===== src/gpio_pkg.sv =====
// Pin count and register map are fixed here; bus is 32-bit data with 3-bit word addresses
package gpio_pkg;

  // Number of pads handled by the block
  localparam int GPIO_W = 12;

  // Bus widths
  localparam int BUS_AW = 3;
  localparam int BUS_DW = 32;

  // Two mode bits per pin in REG_MODE
  localparam int MODE_W = 2 * GPIO_W;

  // Register map, word addressed
  typedef enum logic [BUS_AW-1:0] {
    REG_OUT  = 3'd0,
    REG_DIR  = 3'd1,
    REG_IN   = 3'd2,
    REG_MODE = 3'd3,
    REG_MASK = 3'd4,
    REG_PEND = 3'd5
  } reg_addr_e;

  // Edge selection for the interrupt source of a pin
  typedef enum logic [1:0] {
    EDGE_NONE = 2'd0,
    EDGE_RISE = 2'd1,
    EDGE_FALL = 2'd2,
    EDGE_BOTH = 2'd3
  } edge_mode_e;

  // Configuration of one pin cell
  typedef struct packed {
    logic       out_val;
    logic       out_en;
    edge_mode_e mode;
  } pin_cfg_t;

  // Status returned by one pin cell
  typedef struct packed {
    logic in_sync;
    // One-cycle pulse
    logic edge_evt;
  } pin_stat_t;

endpackage

===== src/gpio_top.sv =====
// Pads come split as in/out/oe; the tristate buffer belongs to the chip level
`timescale 1ns/1ps

module gpio_top import gpio_pkg::*; (
  input  logic              i_clk,
  input  logic              i_rst_n,
  input  logic              i_bus_sel,
  input  logic              i_bus_we,
  input  logic              i_bus_re,
  input  logic [BUS_AW-1:0] i_bus_addr,
  input  logic [BUS_DW-1:0] i_bus_wdata,
  output logic [BUS_DW-1:0] o_bus_rdata,
  output logic              o_bus_rvalid,
  input  logic [GPIO_W-1:0] i_pad_in,
  output logic [GPIO_W-1:0] o_pad_out,
  output logic [GPIO_W-1:0] o_pad_oe,
  output logic              o_irq
);

  pin_cfg_t  [GPIO_W-1:0] w_pin_cfg;
  pin_stat_t [GPIO_W-1:0] w_pin_stat;
  logic      [GPIO_W-1:0] w_in_sync;
  logic      [GPIO_W-1:0] w_edge_evt;
  logic      [GPIO_W-1:0] w_irq_mask;
  logic      [GPIO_W-1:0] w_pend_clr;
  logic      [GPIO_W-1:0] w_pend;

  gpio_regs regs0 (
    .i_clk        (i_clk),
    .i_rst_n      (i_rst_n),
    .i_bus_sel    (i_bus_sel),
    .i_bus_we     (i_bus_we),
    .i_bus_re     (i_bus_re),
    .i_bus_addr   (i_bus_addr),
    .i_bus_wdata  (i_bus_wdata),
    .o_bus_rdata  (o_bus_rdata),
    .o_bus_rvalid (o_bus_rvalid),
    .i_in_sync    (w_in_sync),
    .i_pend       (w_pend),
    .o_pin_cfg    (w_pin_cfg),
    .o_irq_mask   (w_irq_mask),
    .o_pend_clr   (w_pend_clr)
  );

  // One cell per pad
  for (genvar i = 0; i < GPIO_W; i++) begin : pinx
    gpio_pin pin0 (
      .i_clk     (i_clk),
      .i_rst_n   (i_rst_n),
      .i_pad     (i_pad_in[i]),
      .i_cfg     (w_pin_cfg[i]),
      .o_stat    (w_pin_stat[i]),
      .o_pad_out (o_pad_out[i]),
      .o_pad_oe  (o_pad_oe[i])
    );
    assign w_in_sync[i]  = w_pin_stat[i].in_sync;
    assign w_edge_evt[i] = w_pin_stat[i].edge_evt;
  end

  gpio_irq irq0 (
    .i_clk   (i_clk),
    .i_rst_n (i_rst_n),
    .i_evt   (w_edge_evt),
    .i_mask  (w_irq_mask),
    .i_clr   (w_pend_clr),
    .o_pend  (w_pend),
    .o_irq   (o_irq)
  );

endmodule


===== src/gpio_irq.sv =====
// Pending bits are sticky until written one; a new event in the clear cycle keeps the bit set
`timescale 1ns/1ps

module gpio_irq import gpio_pkg::*; (
  input  logic              i_clk,
  input  logic              i_rst_n,
  input  logic [GPIO_W-1:0] i_evt,
  input  logic [GPIO_W-1:0] i_mask,
  input  logic [GPIO_W-1:0] i_clr,
  output logic [GPIO_W-1:0] o_pend,
  output logic              o_irq
);

  logic [GPIO_W-1:0] pend_q;
  logic [GPIO_W-1:0] pend_d;

  // Set wins over clear
  assign pend_d = i_evt | (pend_q & ~i_clr);

  always_ff @(posedge i_clk) begin
    if (!i_rst_n) begin
      pend_q <= '0;
    end else begin
      pend_q <= pend_d;
    end
  end

  assign o_pend = pend_q;

  // Single interrupt line, no flop in the path
  assign o_irq = |(pend_q & i_mask);

  // A pending bit only rises on an event seen the cycle before
  a_pend_needs_evt: assert property (
    @(posedge i_clk) disable iff (!i_rst_n)
    ((o_pend & ~$past(o_pend)) & ~$past(i_evt)) == '0
  ) else $error("pending bit set without an edge event");

endmodule


===== src/gpio_pin.sv =====
// Pad input is asynchronous; two flops resync it, so edges show up two clocks late
`timescale 1ns/1ps

module gpio_pin import gpio_pkg::*; (
  input  logic      i_clk,
  input  logic      i_rst_n,
  input  logic      i_pad,
  input  pin_cfg_t  i_cfg,
  output pin_stat_t o_stat,
  output logic      o_pad_out,
  output logic      o_pad_oe
);

  logic meta_q;
  logic sync_q;
  logic hist_q;
  logic rise;
  logic fall;
  logic evt;

  // Synchroniser plus one history stage
  always_ff @(posedge i_clk) begin
    if (!i_rst_n) begin
      meta_q <= 1'b0;
      sync_q <= 1'b0;
      hist_q <= 1'b0;
    end else begin
      meta_q <= i_pad;
      sync_q <= meta_q;
      hist_q <= sync_q;
    end
  end

  assign rise = sync_q & ~hist_q;
  assign fall = ~sync_q & hist_q;

  // Edge filter by mode
  always_comb begin
    case (i_cfg.mode)
      EDGE_RISE: evt = rise;
      EDGE_FALL: evt = fall;
      EDGE_BOTH: evt = rise | fall;
      default:   evt = 1'b0;
    endcase
  end

  assign o_stat.in_sync  = sync_q;
  assign o_stat.edge_evt = evt;

  // Output side is straight from the config registers
  assign o_pad_out = i_cfg.out_val;
  assign o_pad_oe  = i_cfg.out_en;

endmodule


===== src/gpio_regs.sv =====
// Strobe bus without handshake; one read or write per cycle, read data one clock later
`timescale 1ns/1ps

module gpio_regs import gpio_pkg::*; (
  input  logic                    i_clk,
  input  logic                    i_rst_n,
  input  logic                    i_bus_sel,
  input  logic                    i_bus_we,
  input  logic                    i_bus_re,
  input  logic [BUS_AW-1:0]       i_bus_addr,
  input  logic [BUS_DW-1:0]       i_bus_wdata,
  output logic [BUS_DW-1:0]       o_bus_rdata,
  output logic                    o_bus_rvalid,
  input  logic [GPIO_W-1:0]       i_in_sync,
  input  logic [GPIO_W-1:0]       i_pend,
  output pin_cfg_t [GPIO_W-1:0]   o_pin_cfg,
  output logic [GPIO_W-1:0]       o_irq_mask,
  output logic [GPIO_W-1:0]       o_pend_clr
);

  reg_addr_e          addr;
  logic               wr_en;
  logic               rd_en;
  logic [GPIO_W-1:0]  out_q;
  logic [GPIO_W-1:0]  dir_q;
  logic [MODE_W-1:0]  mode_q;
  logic [GPIO_W-1:0]  mask_q;
  logic [BUS_DW-1:0]  rd_mux;

  assign addr  = reg_addr_e'(i_bus_addr);
  assign wr_en = i_bus_sel & i_bus_we;
  assign rd_en = i_bus_sel & i_bus_re;

  // Configuration registers
  always_ff @(posedge i_clk) begin
    if (!i_rst_n) begin
      out_q  <= '0;
      dir_q  <= '0;
      mode_q <= '0;
      mask_q <= '0;
    end else if (wr_en) begin
      case (addr)
        REG_OUT:  out_q  <= i_bus_wdata[GPIO_W-1:0];
        REG_DIR:  dir_q  <= i_bus_wdata[GPIO_W-1:0];
        REG_MODE: mode_q <= i_bus_wdata[MODE_W-1:0];
        REG_MASK: mask_q <= i_bus_wdata[GPIO_W-1:0];
        default: ;
      endcase
    end
  end

  // Pending bits are cleared by writing ones
  assign o_pend_clr = (wr_en && addr == REG_PEND) ? i_bus_wdata[GPIO_W-1:0] : '0;
  assign o_irq_mask = mask_q;

  // Per-pin view of the registers
  always_comb begin
    for (int i = 0; i < GPIO_W; i++) begin
      o_pin_cfg[i].out_val = out_q[i];
      o_pin_cfg[i].out_en  = dir_q[i];
      o_pin_cfg[i].mode    = edge_mode_e'(mode_q[2*i +: 2]);
    end
  end

  // Read mux, upper bits zero
  always_comb begin
    rd_mux = '0;
    case (addr)
      REG_OUT:  rd_mux[GPIO_W-1:0] = out_q;
      REG_DIR:  rd_mux[GPIO_W-1:0] = dir_q;
      REG_IN:   rd_mux[GPIO_W-1:0] = i_in_sync;
      REG_MODE: rd_mux[MODE_W-1:0] = mode_q;
      REG_MASK: rd_mux[GPIO_W-1:0] = mask_q;
      REG_PEND: rd_mux[GPIO_W-1:0] = i_pend;
      default:  rd_mux = '0;
    endcase
  end

  always_ff @(posedge i_clk) begin
    if (!i_rst_n) begin
      o_bus_rvalid <= 1'b0;
      o_bus_rdata  <= '0;
    end else begin
      o_bus_rvalid <= rd_en;
      if (rd_en) begin
        o_bus_rdata <= rd_mux;
      end
    end
  end

  // Read response only follows a selected read
  a_rvalid_after_read: assert property (
    @(posedge i_clk) disable iff (!i_rst_n)
    o_bus_rvalid |-> $past(i_bus_sel && i_bus_re)
  ) else $error("rvalid without a preceding read strobe");

  // Master never writes and reads in one access
  a_no_rw_collision: assert property (
    @(posedge i_clk) disable iff (!i_rst_n)
    i_bus_sel |-> !(i_bus_we && i_bus_re)
  ) else $error("write and read strobes together");

endmodule


===== config.mk =====
export PLATFORM = sky130hd
export DESIGN_NAME = gpio_top
export DESIGN_NICKNAME = d
export VERILOG_FILES = /design/src/gpio_pkg.sv /design/src/gpio_top.sv /design/src/gpio_irq.sv /design/src/gpio_pin.sv /design/src/gpio_regs.sv
export SDC_FILE = /design/constraint.sdc
export NUM_CORES = 1
export LEC_CHECK = 0
export BUFFER_PORTS_ARGS = -buffer_cell sky130_fd_sc_hd__clkbuf_2
export CAP_MARGIN = 20
export CORE_MARGIN = 10
export CORE_UTILIZATION = 55
export DETAILED_ROUTE_END_ITERATION = 16
export PLACE_DENSITY_LB_ADDON = 0.1
export SLEW_MARGIN = 10
export SYNTH_ARGS = -nofsm -noshare
export SYNTH_HDL_FRONTEND = slang
export SYNTH_HIERARCHICAL = 1
export SYNTH_SLANG_ARGS = --single-unit

===== constraint.sdc =====
create_clock -name i_clk -period 2.44 [get_ports i_clk]
set_input_delay 0.122 -clock i_clk [delete_from_list [all_inputs] [get_ports i_clk]]
set_output_delay 0.122 -clock i_clk [all_outputs]
set_load 0.02 [all_outputs]

==> load_flow_metrics.sql, run 1 <==
INSERT INTO impl_metrics (metric_group, metric, value, unit) VALUES
('floorplanning', 'floorplan.io_pins', '110', ''),
('power', 'power_frac_comb', '8.1', '%'),
('sta', 'setup_viol', '0', ''),
('sta', 'fmaxAchievable', '627', 'MHz'),
('floorplanning', 'die-width', '130', 'um'),
('placement', 'dp_cell_count', '893', ''),
('cts', 'numClockSinks', '133', ''),
('sta', 'fin_worst_skew', '0.00481', 'ns'),
('sta', 'fin_hold_ws', '0.0123', 'ns'),
('grt', 'first_global_vias', '5221', ''),
('setup_path', 'worst_r2r_path_cells', '6', ''),
('power', 'swShare', '23.6', '%'),
('routing', 'wire_per_inst', '18.5', 'um'),
('cts', 'htree_levels', '4', ''),
('routing', 'drt_first_iter_violations', '589', ''),
('floorplanning', 'core_region_area', '0.0116', 'mm^2'),
('synthesis', 'synth_largest_area_cell', 'dfxtp_1', ''),
('setup_path', 'critPathRequiredTime', '2.32', 'ns'),
('synthesis', 'number_of_warnings_issued_by_yosys', '6', ''),
('worst_hold_path', 'holdPathEnd', 'regs0/mode_q[1]', ''),
('sta', 'setup-tns-final', '0', 'ns'),
('setup_path', 'timing.reg2reg.setup_slack', '1.15', 'ns'),
('sta', 'maxSlewViolCount', '0', ''),
('cells_and_area', 'layout_commonest_cell', 'dfxtp_1', ''),
('setup_path', 'endpoint_kind', 'primary output', ''),
('cts', 'insertion_delay', '0.42', 'ns'),
('synthesis', 'post_synthesis_instance_total', '745', ''),
('power', 'pleak', '3.02', 'nW'),
('synthesis', 'asyncSetResetFlopFracSynth', '0', '%'),
('placement', 'io_buffers', '93', ''),
('floorplanning', 'floorplan.initialDensity', '57.0', '%'),
('worst_hold_path', 'holdPathStages', '3', ''),
('routing', 'wl', '17600', 'um'),
('floorplanning', 'die_h', '130', 'um'),
('cells_and_area', 'syn_to_final_growth', '13.7', '%'),
('synthesis', 'synth_sequential_area_ratio', '40.2', '%'),
('sta', 'timing.slew.headroom', '38.9', '%'),
('cts', 'cts_inserted_buffers', '17', ''),
('setup_path', 'start_kind', 'flip-flop', ''),
('setup_path', 'worstPathArrival', '1.47', 'ns'),
('sta', 'timing.final.crit_share', '65.4', '%'),
('sta', 'setup_repair_after_global_routing_missed_its_margin', 'no', ''),
('cells_and_area', 'final_net_count', '870', ''),
('cells_and_area', 'diodes', '0', ''),
('routing', 'drc', '0', ''),
('grt', 'globalRouteOverflowTotal', '0', ''),
('power', 'ir_drop', '0.000522', 'V'),
('synthesis', 'number_of_enable_flip_flop_cells_after_synthesis', '0', ''),
('cells_and_area', 'finalCoreUtilization', '64.8', '%'),
('synthesis', 'synth_top_cell_area_share', '40.2', '%'),
('floorplanning', 'num_rows', '39', ''),
('grt', 'grt_util_all_layers', '20.7', '%'),
('grt', 'pin_count_of_the_biggest_net_entering_global_routing', '65', ''),
('run_status', 'status', 'complete, no violations', ''),
('sta', 'final.min_clock_period', '1.60', 'ns'),
('synthesis', 'synth.distinct_cells', '36', ''),
('synthesis', 'syn-mean-instance-area', '8.88', 'um^2'),
('cells_and_area', 'number_of_standard_cells_in_the_final_layout_excluding_fillers', '950', ''),
('power', 'switching_power_summed_over_all_nets', '1.21', 'mW'),
('setup_path', 'crit-reg2reg-capture', 'irq0/o_pend[1]', ''),
('placement', 'detailedPlacementHpwl', '11900', 'um'),
('placement', 'finalWeightedCongestion', '0.876', ''),
('worst_hold_path', 'hp-class', 'input pin to flip-flop', ''),
('routing', 'antenna_violating_nets_post_route', '0', ''),
('sta', 'report.final.hold_viol_count', '0', ''),
('power', 'p_seq_share', '44.2', '%'),
('grt', 'grt_pass1_wl', '27600', 'um'),
('cts', 'cts.repair.resized', '0', ''),
('cells_and_area', 'drive_above_1_share', '19.6', '%'),
('worst_hold_path', 'min-delay-start', 'i_bus_wdata[1]', ''),
('floorplanning', 'design.die.area', '0.0168', 'mm^2');
==> registers in the layout (all words and copies together) (netlist names) <==
register	cells
regs0/mode_q	24
regs0/dir_q	12
pinx.pin0/hist_q	12
pinx.pin0/sync_q	12
irq0/o_pend	12
regs0/o_bus_rdata	24
regs0/out_q	12
regs0/o_irq_mask	12
pinx.pin0/meta_q	12
regs0/o_bus_rvalid	1
==> synth_stat cells (12+ instances only) <==
master,count
a21boi_0,32
a21boi_1,40
a32oi_1,18
and2_1,46
and3_1,14
buf_2,13
buf_4,68
clkbuf_1,22
dfxtp_1,133
ha_1,24
inv_1,24
nand2_1,25
nand3_1,74
nor2b_1,39
o21a_1,12
o21ai_0,72
o21ai_1,24
==> power by group through the flow <==
stage,sequential (mW),clock (mW),combinational [mW]
floorplan,2.31,0,0.258
global placement,2.30,0,0.369
detailed placement,2.30,0,0.377
CTS,2.26,2.47,0.409
global route,2.26,2.58,0.447
finish,2.26,2.43,0.413
==> critical path, cell delays in order (launching register included) <==
cell      delay, ns
dfxtp_1        0.33
a22o_1         0.24
a221oi_2       0.18
nand3_1        0.13
clkbuf_2       0.18
==> kinds of logic (layout without fill, tap and decap cells) <==
kind of cell             Yosys count  in the layout  share of synthesized area [%]
adder cells (fa/ha/maj)           24             24                           4.54
buffers and inverters            135            190                           12.3
AO/OA/AOI/OAI                    228            228                           22.6
multiplexers                      18             18                           2.89
flip-flops                       133            133                           40.2
AND/OR/NAND/NOR                  206            206                           17.4
other                              1              8                         0.0567
==> worst max path at each step <==
stage,to,cells after the start,from,slack [ns]
after floorplan,irq0/o_pend[0],7,pinx[0].pin0/sync_q,1.19
after global placement,regs0/o_bus_rdata[15],5,i_bus_addr[0],0.67
after detailed placement,regs0/o_bus_rdata[12],5,i_bus_addr[0],0.64
after CTS,o_irq,4,regs0/o_irq_mask[3],0.83
after global routing,o_irq,4,regs0/o_irq_mask[3],0.77
final,o_irq,4,regs0/o_irq_mask[3],0.84
==> area by class of cell <==
cell class | count | area (um^2)
well taps | 143 | 179
fillers | 1006 | 4090
clock inverters | 10 | 77.6
multi-input cells | 484 | 3170
clock buffers | 22 | 494
flip-flops and latches | 133 | 2660
inverters | 25 | 93.8
repair buffers | 133 | 843
==> stage by stage <==
step | setup WS (ns) | area (um^2)
2_1_floorplan | 1.19 | 6640
3_3_place_gp | 0.672 | 6700
3_5_place_dp | 0.643 | 6700
4_1_cts | 0.828 | 7520
5_1_grt | 0.766 | 7520
6_report | 0.844 | 7520
==> timing repair <==
| action | in CTS | in global routing |
|---|---|---|
| hold endpoints to repair | 25 | 0 |
| setup endpoints to repair | 0 | 0 |
| hold buffers | 25 | 0 |
==> metal layers <==
layer / GRT usage, % / vias to the layer above / share of wire (%)
li1: - / 2629 / -
met1: 27.6 / 2649 / 44
met2: 31.3 / 242 / 45
met3: 5.87 / 27 / 9.0
met4: 7.28 / 0 / 1.6
met5: 0 / - / 0
Note: power is estimated with default switching activity, not from simulation.
==> run 2, diff against run 1 <==
Settings changed: CORE_UTILIZATION 55 to 51.
Clock period 2.44 ns to 1.35 ns, I/O delays scaled along.
==> run 2 against run 1 <==
Against the previous run: the flow now finishes with violations (negative setup slack); clock skew grew 0.00095 ns; wire length grew 4.3%; global-route usage shrank 0.58 points; combinational power grew 110%; final area grew 4.6%; worst setup slack lost 1.0 ns; die area grew 6.6%; via count grew 2.5%; power grew 75%; clock power grew 64%; sequential share of layout area shrank 1.4 points; flip-flop and latch count is the same; critical endpoint unchanged; highest routed layer unchanged.
==> load_flow_metrics.sql, run 2 (synthesized netlist as in run 1, its figures left out) <==
INSERT INTO impl_metrics (metric_group, metric, value, unit) VALUES
('sta', 'timing.final.crit_share', '112', '%'),
('routing', 'wl', '18300', 'um'),
('routing', 'drt_first_iter_violations', '431', ''),
('floorplanning', 'num_rows', '41', ''),
('grt', 'pin_count_of_the_biggest_net_entering_global_routing', '73', ''),
('cts', 'cts_inserted_buffers', '17', ''),
('placement', 'dp_worst_setup_slack', '-0.0574', 'ns'),
('sta', 'timing.slew.headroom', '47.5', '%'),
('sta', 'maxSlewViolCount', '0', ''),
('run_status', 'status', 'finished with violations', ''),
('sta', 'setup_repair_after_global_routing_missed_its_margin', 'yes', ''),
('sta', 'setup_viol', '1', ''),
('sta', 'report.final.hold_viol_count', '0', ''),
('setup_path', 'startpoint', 'irq0/o_pend[1]', ''),
('grt', 'globalRouteOverflowTotal', '0', ''),
('cells_and_area', 'diodes', '0', ''),
('job', 'max_cap_violations', '0', ''),
('power', 'ir_drop', '0.000957', 'V'),
('routing', 'antenna_violating_nets_post_route', '0', ''),
('setup_path', 'worst_r2r_startpoint', 'pinx[5].pin0/sync_q', ''),
('cells_and_area', 'final_net_count', '900', ''),
('grt', 'grt_pass1_wl', '28900', 'um'),
('floorplanning', 'floorplan.initialDensity', '52.2', '%'),
('cts', 'insertion_delay', '0.41', 'ns'),
('routing', 'drc', '0', ''),
('cells_and_area', 'layout_commonest_cell', 'dfxtp_1', ''),
('placement', 'io_buffers', '93', ''),
('sta', 'setup_slack', '-0.166', 'ns'),
('cells_and_area', 'filler_cell_count', '1113', ''),
('sta', 'fmaxAchievable', '660', 'MHz'),
('floorplanning', 'die_h', '134', 'um'),
('cts', 'cts_tree', 'built', ''),
('floorplanning', 'floorplan.io_pins', '110', ''),
('cts', 'numClockSinks', '133', ''),
('setup_path', 'worst_r2r_path_cells', '6', ''),
('grt', 'first_global_vias', '5447', ''),
('floorplanning', 'design.die.area', '0.0179', 'mm^2'),
('floorplanning', 'core_region_area', '0.0127', 'mm^2'),
('placement', 'detailedPlacementHpwl', '12400', 'um'),
('cells_and_area', 'leading_registers_by_flop_count', 'regs0/mode_q: 24 flops, regs0/o_bus_rdata: 24 flops', ''),
('cells_and_area', 'ff_latch_area', '0.00267', 'mm^2'),
('setup_path', 'critical_path_peak_fanout', '3', ''),
('setup_path', 'crit-reg2reg-capture', 'irq0/o_pend[5]', ''),
('sta', 'final.min_clock_period', '1.52', 'ns'),
('placement', 'finalWeightedCongestion', '0.833', ''),
('routing', 'vias_per_cell', '5.65', ''),
('setup_path', 'endpoint_kind', 'primary output', ''),
('cells_and_area', 'commonest_cells_after_routing_fill_and_taps_aside', 'dfxtp_1 (126), clkbuf_2 (91), nand3_1 (74)', ''),
('floorplanning', 'die-width', '134', 'um'),
('cells_and_area', 'finalCoreUtilization', '62.1', '%'),
('setup_path', 'critPathCapture', 'o_irq', ''),
('routing', 'total_via_count_in_the_routed_design', '5686', ''),
('setup_path', 'worstPathArrival', '1.45', 'ns'),
('cts', 'cts.path.max_buffers', '2', ''),
('cells_and_area', 'stdcell_area', '0.00786', 'mm^2'),
('worst_hold_path', 'hp-class', 'input pin to flip-flop', ''),
('setup_path', 'critPathRequiredTime', '1.28', 'ns'),
('setup_path', 'start_kind', 'flip-flop', ''),
('placement', 'post_dp_cell_area', '0.00697', 'mm^2'),
('sta', 'fin_worst_skew', '0.00576', 'ns'),
('grt', 'grt_util_all_layers', '20.1', '%'),
('power', 'pleak', '3.15', 'nW'),
('cells_and_area', 'multi_input_gate_area', '0.00317', 'mm^2'),
('cts', 'worst_setup_hold_path_clk_slew', '0.05', 'ns'),
('sta', 'max_slew.worst_pin.slew', '0.786', 'ns'),
('grt', 'grt_antenna_before_repair', '0', ''),
('cts', 'post-cts-setup-buffers', '0', ''),
('cts', 'htree_levels', '4', ''),
('power', 'power_density', '1130', 'mW/mm^2'),
('cells_and_area', 'syn_to_final_growth', '18.9', '%'),
('cts', 'clock_tree.root_cell', 'clkbuf_16', ''),
('power', 'power', '8.92', 'mW'),
('setup_path', 'setup.worst_path.class', 'flip-flop to primary output', ''),
('routing', 'detailedRoute.firstPassIterationCount', '6', ''),
('run_status', 'failed_checks', 'negative setup slack', ''),
('cells_and_area', 'drive_above_1_share', '21.1', '%'),
('setup_path', 'timing.reg2reg.setup_slack', '0.05', 'ns'),
('routing', 'wire_per_inst', '18.2', 'um');
## run 2: cell count changes in the layout (fill, tap and decap cells not counted), sizes merged
cell,before,now
dlygate4sd3,25,37
bufinv,1,0
buf,16,34
clkbuf,114,117
clkinv,9,5
## run 2: metal layers
| layer | track usage [%] | share of wire, % |
|---|---|---|
| met1 | 26.6 | 45 |
| met4 | 7.44 | 1.5 |
| met3 | 5.90 | 8.4 |
| met5 | 0 | 0 |
| met2 | 30.1 | 45 |
## run 2: through the flow
stage               hold slack [ns]  cells  TNS [ns]
floorplan                     0.185    752         0
global placement              0.272    940   -0.0837
detailed placement            0.276    940    -0.388
CTS                         0.00665   1007    -0.224
global route                 0.0169   1007    -0.224
finish                       0.0181   1007    -0.166
## run 2: worst min path at each step
stage                         startpoint                   to  slack, ns  cells after the start
final                     i_bus_wdata[3]  regs0/o_irq_mask[3]       0.02                      3
after global routing      i_bus_wdata[3]  regs0/o_irq_mask[3]       0.02                      3
after CTS                 i_bus_wdata[3]  regs0/o_irq_mask[3]      0.007                      3
after detailed placement     i_pad_in[6]  pinx[6].pin0/meta_q       0.28                      2
after global placement       i_pad_in[9]  pinx[9].pin0/meta_q       0.27                      2
after floorplan                  i_rst_n      irq0/o_pend[11]       0.19                      1
## run 2: worst max-delay path, cell delays in order (launching register included)
cell and delay [ns]:
dfxtp_1 0.33, a22o_1 0.24, a221oi_2 0.18, nand3_1 0.11
clkbuf_8 0.17
## run 2: area by class of cell
class,count,area share [%]
clock buffer,25,6.05
timing repair buffer,163,15.4
tap,172,2.74
multi-input combinational,484,40.4
sequential,133,34.0
inverter,25,1.19
clock inverter,5,0.350
## run 2: power by group
group / internal (mW) / total [mW] / switching [mW]
logic: 0.362 / 0.853 / 0.491
registers: 4.02 / 4.08 / 0.0642
clock network: 2.40 / 3.99 / 1.58
## run 2: timing repair
action	CTS	global route
cloned	0	0
pin swaps	1	1
endpoints found under the hold margin	57	0
endpoints found under the setup margin	1	5
gates resized for setup	4	6
hold buffers	37	0
